[src/common/rs_settings.svh]
`ifndef RS_SETTINGS_SVH
`define RS_SETTINGS_SVH

// station geometry
`define RS_SIZE 8

// physical register tag width
`define TAG_BITS 6

// one bit per unresolved branch in flight
`define MASK_BITS 4

// opaque operation bits handed to the unit,
// the low MASK_BITS of them mirror the branch mask
`define PAYLOAD_BITS 16

`endif

[src/common/core_pkg.sv]
`include "rs_settings.svh"

// types shared by the whole machine, not just the station
package core_pkg;

    // physical register tag as broadcast on the cdb
    typedef logic [`TAG_BITS-1:0] tag_t;

    // set of unresolved branches an instruction sits under
    typedef logic [`MASK_BITS-1:0] mask_t;

    // which execution unit kind takes the instruction
    typedef enum logic {
        fu_alu  = 1'b0,
        fu_mult = 1'b1
    } fu_t;

endpackage

[src/common/rs_pkg.sv]
`include "rs_settings.svh"

// types private to the reservation station
package rs_pkg;

    // slot number inside the station
    typedef logic [$clog2(`RS_SIZE)-1:0] slot_idx_t;

    // one stored instruction
    typedef struct packed {
        logic                     valid;      // slot holds a live instruction
        core_pkg::tag_t           dest;       // result tag
        core_pkg::tag_t           src1;       // first source tag
        logic                     src1_used;
        logic                     src1_ready; // value produced or not needed
        core_pkg::tag_t           src2;       // second source tag
        logic                     src2_used;
        logic                     src2_ready;
        core_pkg::fu_t            fu;         // unit kind
        core_pkg::mask_t          mask;       // branches still unresolved
        logic [`PAYLOAD_BITS-1:0] payload;    // opaque op bits for the unit
    } entry_t;

endpackage

[src/design/reservation_station/rs_alloc.sv]
`timescale 1ns/100ps
`include "rs_settings.svh"

// picks the slot a dispatch lands in, plus full/empty flags
module rs_alloc (
    input  logic                dispatch_valid,
    input  logic [`RS_SIZE-1:0] slot_busy,
    input  logic [`RS_SIZE-1:0] grant,       // slot leaving this cycle
    output logic [`RS_SIZE-1:0] alloc_we,
    output logic                full,
    output logic                empty
);

    rs_pkg::slot_idx_t   free_idx;   // lowest free slot
    logic [`RS_SIZE-1:0] pick;

    assign full  = &slot_busy;
    assign empty = ~|slot_busy;

    // scan from the top so the lowest free slot wins
    always_comb begin
        free_idx = '0;
        for (int i = `RS_SIZE - 1; i >= 0; i--) begin
            if (!slot_busy[i])
                free_idx = rs_pkg::slot_idx_t'(i);
        end
    end

    always_comb begin
        pick = '0;
        if (full)
            pick = grant;            // reuse the slot issuing now, zero if none
        else
            pick[free_idx] = 1'b1;
    end

    assign alloc_we = dispatch_valid ? pick : '0;

endmodule

[config.mk]
export PLATFORM = sky130hd
export DESIGN_NAME = rs_alloc
export DESIGN_NICKNAME = d
export VERILOG_FILES = /design/src/common/core_pkg.sv /design/src/common/rs_pkg.sv /design/src/design/reservation_station/rs_alloc.sv
export VERILOG_INCLUDE_DIRS = /design/src /design/src/common
export SDC_FILE = /design/constraint.sdc
export NUM_CORES = 1
export LEC_CHECK = 0
export ABC_AREA = 1
export BUFFER_PORTS_ARGS = -buffer_cell sky130_fd_sc_hd__buf_4
export CORE_AREA = 10 10 47 49
export DETAILED_ROUTE_END_ITERATION = 7
export DIE_AREA = 0 0 57 59
export GPL_ROUTABILITY_DRIVEN = 0
export PLACE_DENSITY_LB_ADDON = 0.12
export REMOVE_ABC_BUFFERS = 1
export SYNTH_ARGS = -nofsm -noshare
export SYNTH_HDL_FRONTEND = slang
export SYNTH_SLANG_ARGS = --single-unit
[constraint.sdc]
create_clock -name vclk -period 1.6
set_input_delay 0.24 -clock vclk [all_inputs]
set_output_delay 0.24 -clock vclk [all_outputs]
set_load 0.1 [all_outputs]
==> results.yml <==
synth:
  yosysUniqueCellTypes: 11
  netlist.top_cell.by_area: "nand2_1"
  netlist.area_leader.share: 0.3632
  synth.top_cells.by_area: "nand2_1 36%, a21oi_1 17%, inv_1 9.5%"
  yosysMostFrequentCell: "nand2_1"
  ys_top_cells_by_count: "23 x nand2_1, 8 x a21oi_1, 6 x inv_1, 3 x nor2_1"
  ys_seq_area_frac: 0
  netlist_area_um2: 237.7
  yosys_warnings: 0
  synth_cells: 49
  synth.avg_cell_area_um2: 4.852
placement:
  post-dp-hpwl_um: 902.8
  io_buffers: 27
  placed_cell_area_um2: 490.5
  placed_cells: 96
worst_hold_path:
  whs_endpoint: "alloc_we[0]"
  hold_depth: 4
  hold_class: "primary input to primary output"
  min_from: "grant[0]"
status:
  status: "completed"
grt:
  top_usage_layer: "met2"
  track_usage: 0.05603
  grt_pass1_wl_mm: 1.656
  antenna_found_initial: 0
  gr-usage-met1: 0.06368
  grt_pass1_vias: 404
  use_met2: 0.1039
  met3_usage: 0.01931
  grt-ovfl-total: 0
  grt_max_degree: 9
sta:
  period_minus_slack_ns: 1.507
  maxSlewHeadroom: 0.7581
  rsz0062_at_grt: "false"
  fmax_mhz: 663.8
  timing.final.max_slew_violations: 0
  setup_viol: 0
  fin_crit_sh: 0.9416
  hold_violations: 0
  whs_ns: 0.8822
  tightest_slew_ns: 0.3625
  fin_tns_setup_ns: 0
layout:
  syn_to_final_growth_pct: 140.5
  multi_input_area_um2: 241.5
  layout-drive-gt1-share: 0.5375
  nFillCells: 158
  seq_cells: 0
  fin_cells: 96
  diodes: 0
  regArea_um2: 0
  nClkBuffers: 0
  nets: 99
  final_area_um2: 571.8
run:
  maxCapViolations: 0
routing:
  viasPerCell: 4.156
  totalWireLength_um: 998
  ant_nets: 0
  drt-pass1-iter-count: 2
  drc: 0
  wl_per_cell_um: 10.40
  detailedRoute.firstIterationViolations: 7
  vias: 399
floorplan:
  fp.dieArea_mm2: 0.003363
  num_rows: 14
  start_util: 0.1696
  io_pins: 27
  die_x_um: 57
  die_y_um: 59
  core-area_mm2: 0.001401
cts:
  holdBufCountCts: 0
  cts.repair.resized: 0
  cts_setup_buffers: 0
worst_setup_path:
  crit_type: "primary input to primary output"
  crit_path_end_kind: "primary output"
  crit_required_ns: 1.36
  worstPathMaxFanout: 8
  worstPathArrival_ns: 1.27
  cp-start-kind: "primary input"
power:
  swShare: 0.5872
  power_density_mw_per_mm2: 212.6
  leakage_nw: 0.2815
  internal_power_uw: 50.17
  peakVddDrop_uv: 87.45
  switching_power_uw: 71.37
  seqPwrFrac: 0
  pwr-share-clk: 0
  combPwrFrac: 1.000
==> cells by family after synthesis <==
kind of cell,count (synthesis),share of synthesized area
simple gates,34,0.7211
compound gates,8,0.1684
buf+inv,7,0.1105
==> critical path, stage by stage <==
cell,delay [ns]
buf_4,0.08
nand2_1,0.05
inv_2,0.07
nand3_4,0.08
nor3_4,0.14
buf_6,0.15
nand2_1,0.06
a21oi_2,0.14
buf_6,0.24
==> layer usage <==
metal  up-vias  share of wire
met5         -              0
met3         0          0.094
met4         0              0
li1        219              -
met2        13           0.51
met1       167           0.39
==> area by class of cell <==
class	count	share of cell area
tap	16	0.03501
inverter	7	0.04595
timing repair buffer	31	0.4967
multi-input combinational	42	0.4223
==> worst max path at each step <==
stage                       startpoint          end  slack, ns
after detailed placement  slot_busy[0]  alloc_we[7]      0.004
after global routing      slot_busy[0]  alloc_we[4]      0.004
final                     slot_busy[0]  alloc_we[4]       0.09
after CTS                 slot_busy[0]  alloc_we[7]      0.002
after global placement    slot_busy[1]  alloc_we[4]       0.04
after floorplan           slot_busy[0]  alloc_we[4]      -1.58
==> power groups by stage <==
stage,Sequential (mW),Combinational (mW),Clock [mW]
after CTS,0,0.114,0
final,0,0.122,0
after global placement,0,0.115,0
after floorplan,0,0.0574,0
after global routing,0,0.132,0
after detailed placement,0,0.114,0
==> metrics by stage <==
step                total power, mW    util  worst slack [ns]
CTS                          0.1145  0.3500          0.002178
floorplan                   0.05742       -            -1.582
finish                       0.1215  0.4080           0.09347
global route                 0.1323  0.4080          0.004051
global placement             0.1155  0.3500           0.03625
detailed placement           0.1143  0.3500          0.003678
==> cell usage in the layout, fill, tap and decap left out <==
| master | instances |
|---|---|
| nor4_1 | 2 |
| nand3_4 | 1 |
| and2_1 | 1 |
| nor3_4 | 1 |
| buf_12 | 2 |
| inv_2 | 1 |
| buf_6 | 7 |
| inv_1 | 6 |
| buf_4 | 22 |
| a21oi_2 | 8 |
| nor2_1 | 3 |
| nand2_1 | 23 |
| nand2_4 | 1 |
| nand3_1 | 2 |
(Power assumes the default switching activity.)
