### src/common/rs_settings.svh
`ifndef RS_SETTINGS_SVH
`define RS_SETTINGS_SVH

// station geometry
`define RS_SIZE 8

// physical register tag width
`define TAG_BITS 6

// one bit per unresolved branch in flight
`define MASK_BITS 4

// opaque operation bits handed to the unit,
// the low MASK_BITS of them mirror the branch mask
`define PAYLOAD_BITS 16

`endif

### src/common/core_pkg.sv
`include "rs_settings.svh"

// types shared by the whole machine, not just the station
package core_pkg;

    // physical register tag as broadcast on the cdb
    typedef logic [`TAG_BITS-1:0] tag_t;

    // set of unresolved branches an instruction sits under
    typedef logic [`MASK_BITS-1:0] mask_t;

    // which execution unit kind takes the instruction
    typedef enum logic {
        fu_alu  = 1'b0,
        fu_mult = 1'b1
    } fu_t;

endpackage

### src/common/rs_pkg.sv
`include "rs_settings.svh"

// types private to the reservation station
package rs_pkg;

    // slot number inside the station
    typedef logic [$clog2(`RS_SIZE)-1:0] slot_idx_t;

    // one stored instruction
    typedef struct packed {
        logic                     valid;      // slot holds a live instruction
        core_pkg::tag_t           dest;       // result tag
        core_pkg::tag_t           src1;       // first source tag
        logic                     src1_used;
        logic                     src1_ready; // value produced or not needed
        core_pkg::tag_t           src2;       // second source tag
        logic                     src2_used;
        logic                     src2_ready;
        core_pkg::fu_t            fu;         // unit kind
        core_pkg::mask_t          mask;       // branches still unresolved
        logic [`PAYLOAD_BITS-1:0] payload;    // opaque op bits for the unit
    } entry_t;

endpackage

### src/design/reservation_station/rs_slot.sv
`timescale 1ns/100ps
`include "rs_settings.svh"

// one station entry: capture, tag wakeup, branch mask upkeep, squash, free on grant
module rs_slot (
    input  logic                     clock,
    input  logic                     reset,
    input  logic                     write_enable,
    input  core_pkg::tag_t           dispatch_dest,
    input  core_pkg::tag_t           dispatch_src1,
    input  logic                     dispatch_src1_used,
    input  core_pkg::tag_t           dispatch_src2,
    input  logic                     dispatch_src2_used,
    input  core_pkg::fu_t            dispatch_fu,
    input  core_pkg::mask_t          dispatch_mask,
    input  logic [`PAYLOAD_BITS-1:0] dispatch_payload,
    input  logic                     cdb_valid,
    input  core_pkg::tag_t           cdb_tag,
    input  logic                     branch_valid,
    input  core_pkg::mask_t          branch_mask,
    input  logic                     branch_squash,
    input  logic                     grant,
    output logic                     busy,
    output logic                     ready_alu,
    output logic                     ready_mult,
    output rs_pkg::entry_t           entry
);

    rs_pkg::entry_t entry_q;
    logic           squash_hit;   // a squash kills this entry this cycle
    logic           resolve;      // a branch retires without squash
    logic           src1_wake;    // cdb matches a waiting source
    logic           src2_wake;
    logic           operands_ok;

    assign squash_hit = entry_q.valid & branch_valid & branch_squash
                      & (|(entry_q.mask & branch_mask));
    assign resolve    = branch_valid & ~branch_squash;
    assign src1_wake  = cdb_valid & entry_q.src1_used & (cdb_tag == entry_q.src1);
    assign src2_wake  = cdb_valid & entry_q.src2_used & (cdb_tag == entry_q.src2);

    always_ff @(posedge clock) begin
        if (reset) begin
            entry_q <= '0;
        end else if (write_enable) begin
            // dispatch wins over everything else in the cycle
            entry_q.valid      <= 1'b1;
            entry_q.dest       <= dispatch_dest;
            entry_q.src1       <= dispatch_src1;
            entry_q.src1_used  <= dispatch_src1_used;
            // unused source is ready, same-cycle broadcast is bypassed
            entry_q.src1_ready <= ~dispatch_src1_used | (cdb_valid & (cdb_tag == dispatch_src1));
            entry_q.src2       <= dispatch_src2;
            entry_q.src2_used  <= dispatch_src2_used;
            entry_q.src2_ready <= ~dispatch_src2_used | (cdb_valid & (cdb_tag == dispatch_src2));
            entry_q.fu         <= dispatch_fu;
            entry_q.mask       <= dispatch_mask;
            entry_q.payload    <= dispatch_payload;
        end else if (entry_q.valid) begin
            if (squash_hit || grant)
                entry_q.valid <= 1'b0;           // killed or handed to a unit
            if (src1_wake)
                entry_q.src1_ready <= 1'b1;
            if (src2_wake)
                entry_q.src2_ready <= 1'b1;
            if (resolve) begin
                entry_q.mask <= entry_q.mask & ~branch_mask;
                // keep the unit's copy of the mask in step
                entry_q.payload[`MASK_BITS-1:0] <=
                    entry_q.payload[`MASK_BITS-1:0] & ~branch_mask;
            end
        end
    end

    // request only when both sources are in and no squash hits us now
    assign operands_ok = entry_q.valid & entry_q.src1_ready & entry_q.src2_ready & ~squash_hit;
    assign ready_alu   = operands_ok & (entry_q.fu == core_pkg::fu_alu);
    assign ready_mult  = operands_ok & (entry_q.fu == core_pkg::fu_mult);

    assign busy  = entry_q.valid;
    assign entry = entry_q;

endmodule

### config.mk
export PLATFORM = sky130hd
export DESIGN_NAME = rs_slot
export DESIGN_NICKNAME = d
export VERILOG_FILES = /design/src/common/core_pkg.sv /design/src/common/rs_pkg.sv /design/src/design/reservation_station/rs_slot.sv
export VERILOG_INCLUDE_DIRS = /design/src /design/src/common
export SDC_FILE = /design/constraint.sdc
export NUM_CORES = 1
export LEC_CHECK = 0
export BUFFER_PORTS_ARGS = -buffer_cell sky130_fd_sc_hd__buf_2
export CORE_MARGIN = 2
export CORE_UTILIZATION = 45
export DETAILED_ROUTE_END_ITERATION = 10
export PLACE_DENSITY = 0.83
export SLEW_MARGIN = 20
export SYNTH_ARGS = -nofsm -noshare
export SYNTH_HDL_FRONTEND = slang
export SYNTH_SLANG_ARGS = --single-unit
### constraint.sdc
create_clock -name clock -period 2.72 [get_ports clock]
set_clock_uncertainty 0.1 [all_clocks]
set_input_delay 0.272 -clock clock [delete_from_list [all_inputs] [get_ports clock]]
set_output_delay 0.272 -clock clock [all_outputs]
set_load 0.01 [all_outputs]
==> key figures, run 1 <==
Outcome
  • Status: finished, final reports clean

Route
  • TritonRoute pass-1 iters: 4
  • Post-DR wirelength/cell: around 13 µm
  • WL met1: a little over 2000 µm
  • DR WL met3: 332 µm
  • Met2 WL post-DR: around 2200 µm
  • Routed via count: ~1700
  • Drc violations: 0
  • Max Used Layer: met4
  • DRT Wirelength: 4601 µm
  • Via density per instance: between 4 and 5
  • Antenna Nets Post-Route: 0
  • DRT iter0 DRCs: 69

Global routing
  • Largest net degree at the start of global routing: 32
  • GRT overflow: 0
  • Initial antenna violation count: 0
  • Total GRT Usage: 0.1966
  • Vias in the first global route: between 1500 and 2000
  • First-pass GRT wire length: ~7800 µm

Synthesis
  • Post-synthesis xor/xnor area fraction: 0.1140
  • Post-synth EDFFs: 0
  • Commonest register cell after synthesis: dfxtp_1
  • Synth async-reset ratio: 0
  • Distinct cells, synth: 27
  • Largest family of logic cells by synthesized area: simple AND/OR/NAND/NOR gates
  • Mux cell area share after synthesis: 0.1621
  • Yosys warning count: 0
  • Yosys reg bits: 44
  • Adder-cell area share of the yosys netlist: 0
  • Seq/Total Area, Yosys: 0.4459
  • Ranking of synthesized cells by area: dfxtp_1 (45%), mux2i_1 (16%), nor2_1 (6.5%)
  • Syn Inst Count: about 200
  • Synth Area in Compound Gates: 0.05763
  • Syn Area/Cell: 9.637 µm²
  • Post-synth top area share: 0.4459
  • Post-synth top cells: dfxtp_1 (44), nor2_1 (34), mux2i_1 (32), nand2_1 (15), xnor2_1 (12)
  • Area fraction in and, or, nand and nor cells after synthesis: 0.1729
  • Syn Nets: around 260
  • Most frequent cell after synthesis: dfxtp_1
  • Post-Syn Area: about 2000 µm²
  • Cell accounting for the most synthesized area: dfxtp_1

Final layout
  • Share of cells above drive strength 1: 0.3869
  • Nets: 362
  • Area delta synth->final: 30.78%
  • Filler instances: 390
  • Ant diodes: 0

Die
  • Die X-Extent: about 70 µm
  • IO Pins: 105
  • Core area: about 4300 µm²
  • Die height: approximately 70 µm
  • Die area: ~4900 µm²
  • Starting Density: 0.4601
  • Num rows: 24

Worst setup path
  • Critical path endpoint category: primary output
  • Worst Path Max Fanout: 3
  • CP max-delay cell: dfxtp_1
  • FF-to-FF path depth: 4
  • Worst reg2reg startpoint: entry[17]
  • Cell family with most CP delay: compound AO/OA/AOI/OAI gates
  • WS Path Type: reg2out
  • CP Depth: 5
  • CP cell instances: a22o_1, a221oi_2, o21ai_2, nor3_1, buf_2
  • Worst path required time: about 2400 ps
  • Reg2reg end: busy
  • Crit path buf inv count: 1
  • Arrival @ worst endpoint: between 1000 and 1500 ps
  • Crit-path max cell delay: approximately 330 ps
  • Startpoint types: flop
  • R2r setup slk: between 1000 and 1500 ps

Clocking
  • Clk sinks: 44
  • Max clock buf depth: 2
  • Clk_lat worst skew: 290 ps
  • Clock transition time at the flip-flop clock pins of the worst setup and hold paths: ~80 ps
  • CTS root buf: clkbuf_8
  • H-tree Lvls: 2
  • Post-CTS Setup Repair Bufs: 0
  • # resized after CTS: 0
  • CTS tree: yes
  • Hold Buf Count CTS: 0
  • CTS Buf Count: 5

Timing
  • RSZ-0062 raised after global routing: false
  • Hold violation count in the final report: 0
  • Period utilization: 0.6794
  • # setup viols final: 0
  • Max-slew headroom: 0.5297
  • FMAX: roughly 0.54 GHz
  • Measured slew at the worst slew-check pin: slightly above 700 ps
  • Fin crit period: around 1800 ps
  • Slew Viols, Final: 0
  • Total Neg Setup Slack: 0 ps

Power and ir drop
  • Worst VDD drop: approximately 0.35 mV
  • Total chip power: between 0.001 and 0.0015 W
  • PD cells: roughly 530 nW/µm²
  • Leakage: approximately 1.3 nW

Placement
  • Placer Congestion: 0.8901
  • Detailed placer's ending HPWL: between 3000 and 4000 µm
  • IO buf count: between 100 and 150

Hold path
  • Hold path endpoint: busy
  • Worst hold path type: in2reg
  • Hold depth: 2
  • Min-delay src: grant

Job
  • Max-cap viol count: 0
==> worst register-to-register path, stage by stage, from the launching register on <==
cell and delay (ps):
dfxtp_1 330, a22o_1 210, a221oi_2 210, o21ai_2 120
o31ai_2 190
==> per-layer routing <==
| metal | track usage | vias up |
|---|---|---|
| met5 | 0 | - |
| met4 | 0.05983 | 0 |
| li1 | - | 886 |
| met2 | 0.3312 | 65 |
| met3 | 0.06494 | 4 |
| met1 | 0.2371 | 768 |
==> how the worst max path moves through the flow <==
stage / from / to / slack, ps
2_1_floorplan: entry[17] / ready_alu / 1200
3_3_place_gp: write_enable / entry[42] / 1060
4_1_cts: entry[17] / ready_alu / 840
6_report: entry[17] / ready_alu / 870
5_1_grt: entry[17] / ready_mult / 690
3_5_place_dp: write_enable / entry[42] / 1010
==> registers in the layout (all words and copies together), names as in the netlist <==
signal  flops
entry      43
busy        1
==> layout make-up <==
class | count | area (µm²) | share of cell area
multi-input combinational | 145 | 1001 | 0.3874
tap | 52 | 65.06 | 0.02518
timing repair buffer | 107 | 543.0 | 0.2102
clock buffer | 8 | 90.09 | 0.03487
sequential | 44 | 880.8 | 0.3409
inverter | 1 | 3.754 | 0.001453
==> stage by stage <==
stage          hold WS (ps)  std cells    util  setup WS [ps]  area, µm²
2_1_floorplan         269.3        205       -           1198       1976
3_3_place_gp          364.3        349  0.5807           1059       2494
3_5_place_dp          377.3        349  0.5807           1010       2494
4_1_cts               62.77        357  0.6017          835.3       2584
5_1_grt               54.43        357  0.6017          692.6       2584
6_report              71.83        357  0.6017          871.9       2584
==> cell usage in the layout (no fill, tap or decap), drive strengths merged <==
cell type | Yosys | final
dfxtp | 44 | 44
o21ai | 1 | 1
a221oi | 1 | 1
a21oi | 10 | 10
and3b | 1 | 1
nand3b | 8 | 8
xnor2 | 14 | 14
o31ai | 1 | 1
buf | 10 | 107
o22a | 1 | 1
xor2 | 10 | 10
nand4 | 4 | 4
clkbuf | 5 | 8
nand3 | 2 | 2
nand2 | 15 | 15
nor3 | 2 | 2
mux2i | 32 | 32
o32a | 1 | 1
nor4 | 4 | 4
inv | 1 | 1
nor2 | 34 | 34
nand2b | 2 | 2
a22o | 1 | 1
nor2b | 1 | 1
==> logic make-up after synthesis <==
family,after synthesis
flip-flops,44
AO/OA/AOI/OAI,16
AND/OR/NAND/NOR,73
multiplexers,32
XOR/XNOR,24
buffers and inverters,16
==> where the power goes <==
group	total, W	switching, W	internal (W)
Sequential	0.000711	0.0000287	0.000683
Clock	0.000422	0.000214	0.000207
Combinational	0.000245	0.000124	0.000122
Power figures use the tool's default switching activity.
==> run 2: changes to the inputs <==
- ABC_AREA: default -> 1
- CORE_UTILIZATION: 45 -> 41
- PLACE_DENSITY: 0.83 -> 0.79
- clock period: 2.72 -> 1.65 ns (I/O delays scaled with it)
==> run 2 against run 1 <==
- non-clock buffer count increased by 10
- cell count increased by 37%
- largest cell class unchanged
- sequential share of layout area decreased by 2.8 points
- via count increased by 33%
- sequential power increased by 66%
- design area increased by 9.1%
- synthesized cell count increased by 52%
- count of clock-buffer cells in the layout decreased by 1
==> key figures, run 2 <==
Outcome
  • Status: finished, final reports clean

Synthesis
  • Most frequent cell after synthesis: nand2_1
  • Syn Nets: 369 (+40%)
  • Post-Syn Area: 2051 µm² (+3.8%)
  • Yosys reg bits: 44 (unchanged)
  • Syn Area/Cell: 6.594 µm² (-32%)
  • Cell accounting for the most synthesized area: dfxtp_1
  • Syn Inst Count: 311 (+52%)
  • Seq/Total Area, Yosys: 0.4295 (-0.01632)
  • Yosys warning count: 0 (unchanged)
  • Distinct cells, synth: 21 (-22%)
  • Post-synth EDFFs: 0 (unchanged)
  • Ranking of synthesized cells by area: dfxtp_1 (43%), nand2_1 (14%), nor2_1 (11%)
  • Post-synth top area share: 0.4295 (-0.01632)
  • Commonest register cell after synthesis: dfxtp_1
  • Synth async-reset ratio: 0 (unchanged)
  • Post-synth top cells: nand2_1 (75), nor2_1 (58), dfxtp_1 (44), o21ai_1 (32), inv_1 (26)

Power and ir drop
  • Flop pwr share: 0.468 (-0.048)
  • Total chip power: 0.002528 W (+83%)
  • P_sw: 0.0006603 W (+80%)
  • Cell-internal power: 0.001868 W (+85%)
  • Comb pwr share: 0.179 (about the same)
  • Switching portion of total power: 0.2612 (-0.004828)
  • PD cells: 896.8 nW/µm² (+68%)
  • Worst VDD drop: 0.7684 mV (+120%)
  • Leakage: 1.492 nW (+14%)
  • Clock power frac: 0.353 (+0.047)

Worst setup path
  • Arrival @ worst endpoint: 1190 ps (-290 ps)
  • Startpoint types: flop
  • Worst Path Max Fanout: 7 (+4)
  • Worst path required time: 1380 ps (-970 ps)
  • WS Path Type: reg2out
  • Critical path endpoint category: primary output

Timing
  • # setup viols final: 0 (unchanged)
  • RSZ-0062 raised after global routing: false
  • Hold violation count in the final report: 0 (unchanged)
  • FMAX: between 0.6 and 0.7 GHz
  • Measured slew at the worst slew-check pin: 921.6 ps (+216.2 ps)
  • Slew Viols, Final: 0 (unchanged)
  • Max-slew headroom: 0.3849 (-0.1448)
  • Total Neg Setup Slack: 0 ps (unchanged)
  • Fin crit period: about 1500 ps
  • Period utilization: 0.8848

Placement
  • Placer Congestion: 0.8412 (-5.5%)
  • Detailed placer's ending HPWL: 4117 µm (+17%)
  • IO buf count: 104 (unchanged)

Die
  • IO Pins: 105 (unchanged)
  • Core area: 4786 µm² (+11%)
  • Die area: 5584 µm² (+13%)
  • Starting Density: 0.4285 (-0.03158)
  • Die X-Extent: 74.73 µm (+6.4%)
  • Die height: 74.73 µm (+6.4%)
  • Num rows: 25 (+4.2%)

Global routing
  • Largest net degree at the start of global routing: 34 (+6.3%)
  • Initial antenna violation count: 0 (unchanged)
  • First-pass GRT wire length: 8818 µm (+14%)
  • Vias in the first global route: 2097 (+21%)
  • Total GRT Usage: 0.2022 (+0.005626)
  • GRT overflow: 0 (unchanged)

Final layout
  • Most frequent cells in the layout: buf_2 (104), nand2_1 (75), nor2_1 (58)
  • Nets: 479 (+32%)
  • Share of cells above drive strength 1: 0.3057 (-0.08120)
  • Ant diodes: 0 (unchanged)
  • Area delta synth->final: 37.46%
  • Filler instances: 462 (+18%)
  • Area occupied by multi-input gates: 944.7 µm² (-5.6%)
  • Max FFs per register: 43 (unchanged)
  • Sequential Area: 880.8 µm² (unchanged)
  • Most common cell after layout, fill and taps aside: buf_2

Clocking
  • CTS root buf: clkbuf_8
  • Max clock buf depth: 2 (unchanged)
  • Clock transition time at the flip-flop clock pins of the worst setup and hold paths: 90 ps (about the same)
  • CTS Buf Count: 5 (unchanged)
  • CTS tree: yes
  • H-tree Lvls: 2 (unchanged)
  • Clk_lat worst skew: 290 ps (about the same)
  • # resized after CTS: 0 (unchanged)
  • Clk sinks: 44 (unchanged)

Route
  • Via density per instance: 4.697 (-2.7%)
  • TritonRoute pass-1 iters: 4 (unchanged)
  • Drc violations: 0 (unchanged)
  • Antenna Nets Post-Route: 0 (unchanged)
  • Routed via count: 2297 (+33%)
  • Post-DR wirelength/cell: 11.34 µm (-12%)
  • DRT Wirelength: 5546 µm (+21%)
  • DRT iter0 DRCs: 107 (+55%)

Job
  • Max-cap viol count: 0 (unchanged)

Hold path
  • Worst hold path type: in2reg
==> run 2: cell count changes after synthesis, moves of 8 or more <==
cell and delta:
xor2_1 -9, mux2i_1 -32, nor2_1 +24, inv_2 +11, inv_1 +25, xnor2_1 -8
o21ai_1 +32, o21ai_0 +10, a21oi_1 +15, nand2_1 +60
==> run 2: path summary, 6_finish.rpt <==
check / start / cells past startpoint / endpoint / slack, ps
max: busy / 5 / ready_mult / 190
min: dispatch_payload[7] / 3 / entry[7] / 7
max reg2reg: busy / 8 / entry[29] / 430
min reg2reg: entry[3] / 2 / entry[3] / 370
==> run 2: area by class of cell <==
class,instances,share of cell area
inverter,38,0.05060
timing repair buffer,117,0.2273
clock buffer,7,0.03418
sequential,44,0.3125
clock inverter,1,0.01065
multi-input combinational,215,0.3351
tap,67,0.02974
==> run 2: cells by family (layout without fill, tap and decap cells) <==
kind of cell,count (synthesis),after routing,synth area share
DFF,44,44,0.4295
buffers and inverters,52,163,0.1098
xor gates and xnor gates,5,5,0.02135
and+or+nand+nor,142,142,0.2721
AOI/OAI and AO/OA,68,68,0.1672
==> run 2: power by group through the flow <==
stage | registers (W) | clock network, W | logic [W]
finish | 0.00118 | 0.000893 | 0.000453
global route | 0.00119 | 0.000953 | 0.000513
CTS | 0.00118 | 0.000916 | 0.000455
detailed placement | 0.00120 | 0 | 0.000439
global placement | 0.00120 | 0 | 0.000430
floorplan | 0.00123 | 0 | 0.000214
==> run 2: repair_timing <==
action                    in CTS  in global routing
hold buffers                   8                  1
setup buffers                  0                  0
hold endpoints to repair       8                  1
==> run 2: metrics by stage <==
| step | cell area (µm²) | hold slack [ps] | worst slack [ps] | util | std cells |
|---|---|---|---|---|---|
| 2_1_floorplan | 2051 | 134.1 | 523.8 | - | 311 |
| 3_3_place_gp | 2603 | 287.1 | 200.2 | 0.5438 | 472 |
| 3_5_place_dp | 2603 | 294.9 | 157.7 | 0.5438 | 472 |
| 4_1_cts | 2809 | 1.348 | 166.5 | 0.5869 | 488 |
| 5_1_grt | 2819 | 4.920 | 77.29 | 0.5890 | 489 |
| 6_report | 2819 | 6.699 | 190.0 | 0.5890 | 489 |
==> run 2: worst max-delay path: stages, from the launching register on <==
cell	delay, ps
dfxtp_1	440
inv_1	80
nor2_1	100
nand2_1	70
nor2_1	80
buf_2	130
==> run 2: per-layer routing <==
layer | part of all wire | vias to the layer above | global-route usage
met3 | 0.061 | 2 | 0.04685
li1 | - | 1181 | -
met5 | 0 | - | 0
met1 | 0.44 | 1043 | 0.2594
met4 | 0.0041 | 0 | 0.05357
met2 | 0.49 | 71 | 0.3441
==> run 3: changes to the inputs <==
- MAX_ROUTING_LAYER: default -> met4
==> run 3 against run 2 <==
- highest routed layer unchanged
- register-to-register slack about the same
- critical path type unchanged
- sequential cell count is the same
- combinational power hardly changed
- utilization is the same
- total power is essentially flat
- clock power about the same
- worst setup slack better by 3.8 ps
==> key figures, run 3 (same netlist as run 2, synthesis figures left out) <==
Outcome
  • Status: finished, final reports clean

Timing
  • RSZ-0062 raised after global routing: false
  • Hold violation count in the final report: 0 (unchanged)
  • WHS: 7.007 ps (+0.3076 ps)
  • Measured slew at the worst slew-check pin: 925.0 ps (+3.389 ps)
  • Fin crit period: 1456 ps (-3.846 ps)
  • Total Neg Setup Slack: 0 ps (unchanged)
  • Period utilization: 0.8825 (-0.002331)
  • FMAX: 0.6867 GHz (+0.26%)
  • Slew Viols, Final: 0 (unchanged)
  • # setup viols final: 0 (unchanged)
  • Max-slew headroom: 0.3826 (-0.002262)

Die
  • Die height: 74.73 µm (unchanged)
  • Core area: 4786 µm² (unchanged)
  • Starting Density: 0.4285 (unchanged)
  • Num rows: 25 (unchanged)
  • Die X-Extent: 74.73 µm (unchanged)
  • Die area: 5584 µm² (unchanged)
  • IO Pins: 105 (unchanged)

Global routing
  • Initial antenna violation count: 0 (unchanged)
  • GRT overflow: 0 (unchanged)
  • First-pass GRT wire length: 8818 µm (unchanged)
  • Vias in the first global route: 2097 (unchanged)
  • Largest net degree at the start of global routing: 34 (unchanged)
  • Total GRT Usage: 0.2085 (+0.006300)

Route
  • Post-DR wirelength/cell: 11.35 µm (about the same)
  • DRT Wirelength: 5549 µm (about the same)
  • Routed via count: 2301 (+0.17%)
  • Drc violations: 0 (unchanged)
  • DRT iter0 DRCs: 98 (-8.4%)
  • TritonRoute pass-1 iters: 4 (unchanged)
  • Via density per instance: 4.706 (+0.17%)
  • Antenna Nets Post-Route: 0 (unchanged)

Hold path
  • Min-delay src: dispatch_payload[7]
  • Hold depth: 3 (unchanged)
  • Hold path endpoint: entry[7]
  • Worst hold path type: in2reg

Worst setup path
  • Arrival @ worst endpoint: 1190 ps (about the same)
  • Worst path required time: 1380 ps (about the same)
  • FF-to-FF path depth: 8 (unchanged)
  • Critical path endpoint category: primary output
  • R2r setup slk: 420 ps (about the same)
  • Worst Path Max Fanout: 7 (unchanged)
  • WS Path Type: reg2out
  • Worst reg2reg startpoint: busy
  • Reg2reg end: entry[29]
  • Startpoint types: flop

Power and ir drop
  • Leakage: 1.492 nW (unchanged)
  • PD cells: 896.3 nW/µm² (about the same)
  • Worst VDD drop: 0.7692 mV (+0.11%)

Placement
  • Detailed placer's ending HPWL: 4117 µm (unchanged)
  • IO buf count: 104 (unchanged)
  • Placer Congestion: 0.8543 (+1.6%)
  • Placed inst area: 2603 µm² (unchanged)

Final layout
  • Most common cell after layout, fill and taps aside: buf_2
  • Nets: 479 (unchanged)
  • Max FFs per register: 43 (unchanged)
  • Design Area, Final: 2819 µm² (unchanged)
  • Final core occ: 0.5890 (unchanged)
  • Area delta synth->final: 37.46% (unchanged)
  • Most frequent cells in the layout: buf_2 (104), nand2_1 (75), nor2_1 (58)
  • Ant diodes: 0 (unchanged)
  • Share of cells above drive strength 1: 0.3057 (unchanged)

Clocking
  • Post-CTS Setup Repair Bufs: 0 (unchanged)
  • Clock transition time at the flip-flop clock pins of the worst setup and hold paths: 90 ps (about the same)
  • CTS Buf Count: 5 (unchanged)
  • Clk_lat worst skew: 290 ps (about the same)
  • CTS tree: yes
  • # resized after CTS: 0 (unchanged)
  • Max clock buf depth: 2 (unchanged)
  • H-tree Lvls: 2 (unchanged)
  • Clk sinks: 44 (unchanged)
  • CTS root buf: clkbuf_8

Job
  • Max-cap viol count: 0 (unchanged)
## run 3: cell counts in the layout (fill, tap and decap cells not counted)
Identical to the previous run, type by type.
## run 3: routing by layer
layer | vias up | routed length (µm) | GRT usage
met2 | 77 | 2717 | 0.3441
met4 | 0 | 23 | 0.05357
met1 | 1040 | 2507 | 0.2661
li1 | 1182 | - | -
met3 | 2 | 301 | 0.03614
met5 | - | 0 | -
## run 3: power breakdown
group          internal, W  switching [W]
Clock             0.000534       0.000357
Combinational     0.000201       0.000253
Sequential         0.00113      0.0000494
## run 3: worst max-delay path by stage
stage,startpoint,to,slack [ps],cells after the start
2_1_floorplan,busy,entry[16],520,5
3_3_place_gp,reset,entry[36],200,4
3_5_place_dp,reset,entry[36],160,4
4_1_cts,busy,ready_mult,170,5
5_1_grt,busy,ready_alu,80,5
6_report,busy,ready_mult,190,5
## run 3: through the flow
step,cells,power (W),setup WS [ps]
2_1_floorplan,311,0.001448,523.8
3_5_place_dp,472,0.001643,157.7
5_1_grt,489,0.002656,77.29
4_1_cts,488,0.002552,166.5
6_report,489,0.002527,193.9
3_3_place_gp,472,0.001633,200.2
## run 3: layout make-up
type                    count  area (µm²)
clock buffers               7       96.34
clock inverters             1       30.03
fillers                   462        1967
inverters                  38       142.6
multi-input cells         215       944.7
flip-flops and latches     44       880.8
well taps                  67       83.83
repair buffers            117       640.6
## run 3: timing repair
action | in CTS | in global routing
endpoints found under the setup margin | 0 | 0
endpoints found under the hold margin | 8 | 1
hold buffers | 8 | 1
## run 3: worst max-delay path, cell delays in order (launching register included)
cell,delay (ps)
dfxtp_1,440
inv_1,80
nor2_1,100
nand2_1,70
nor2_1,80
buf_2,130
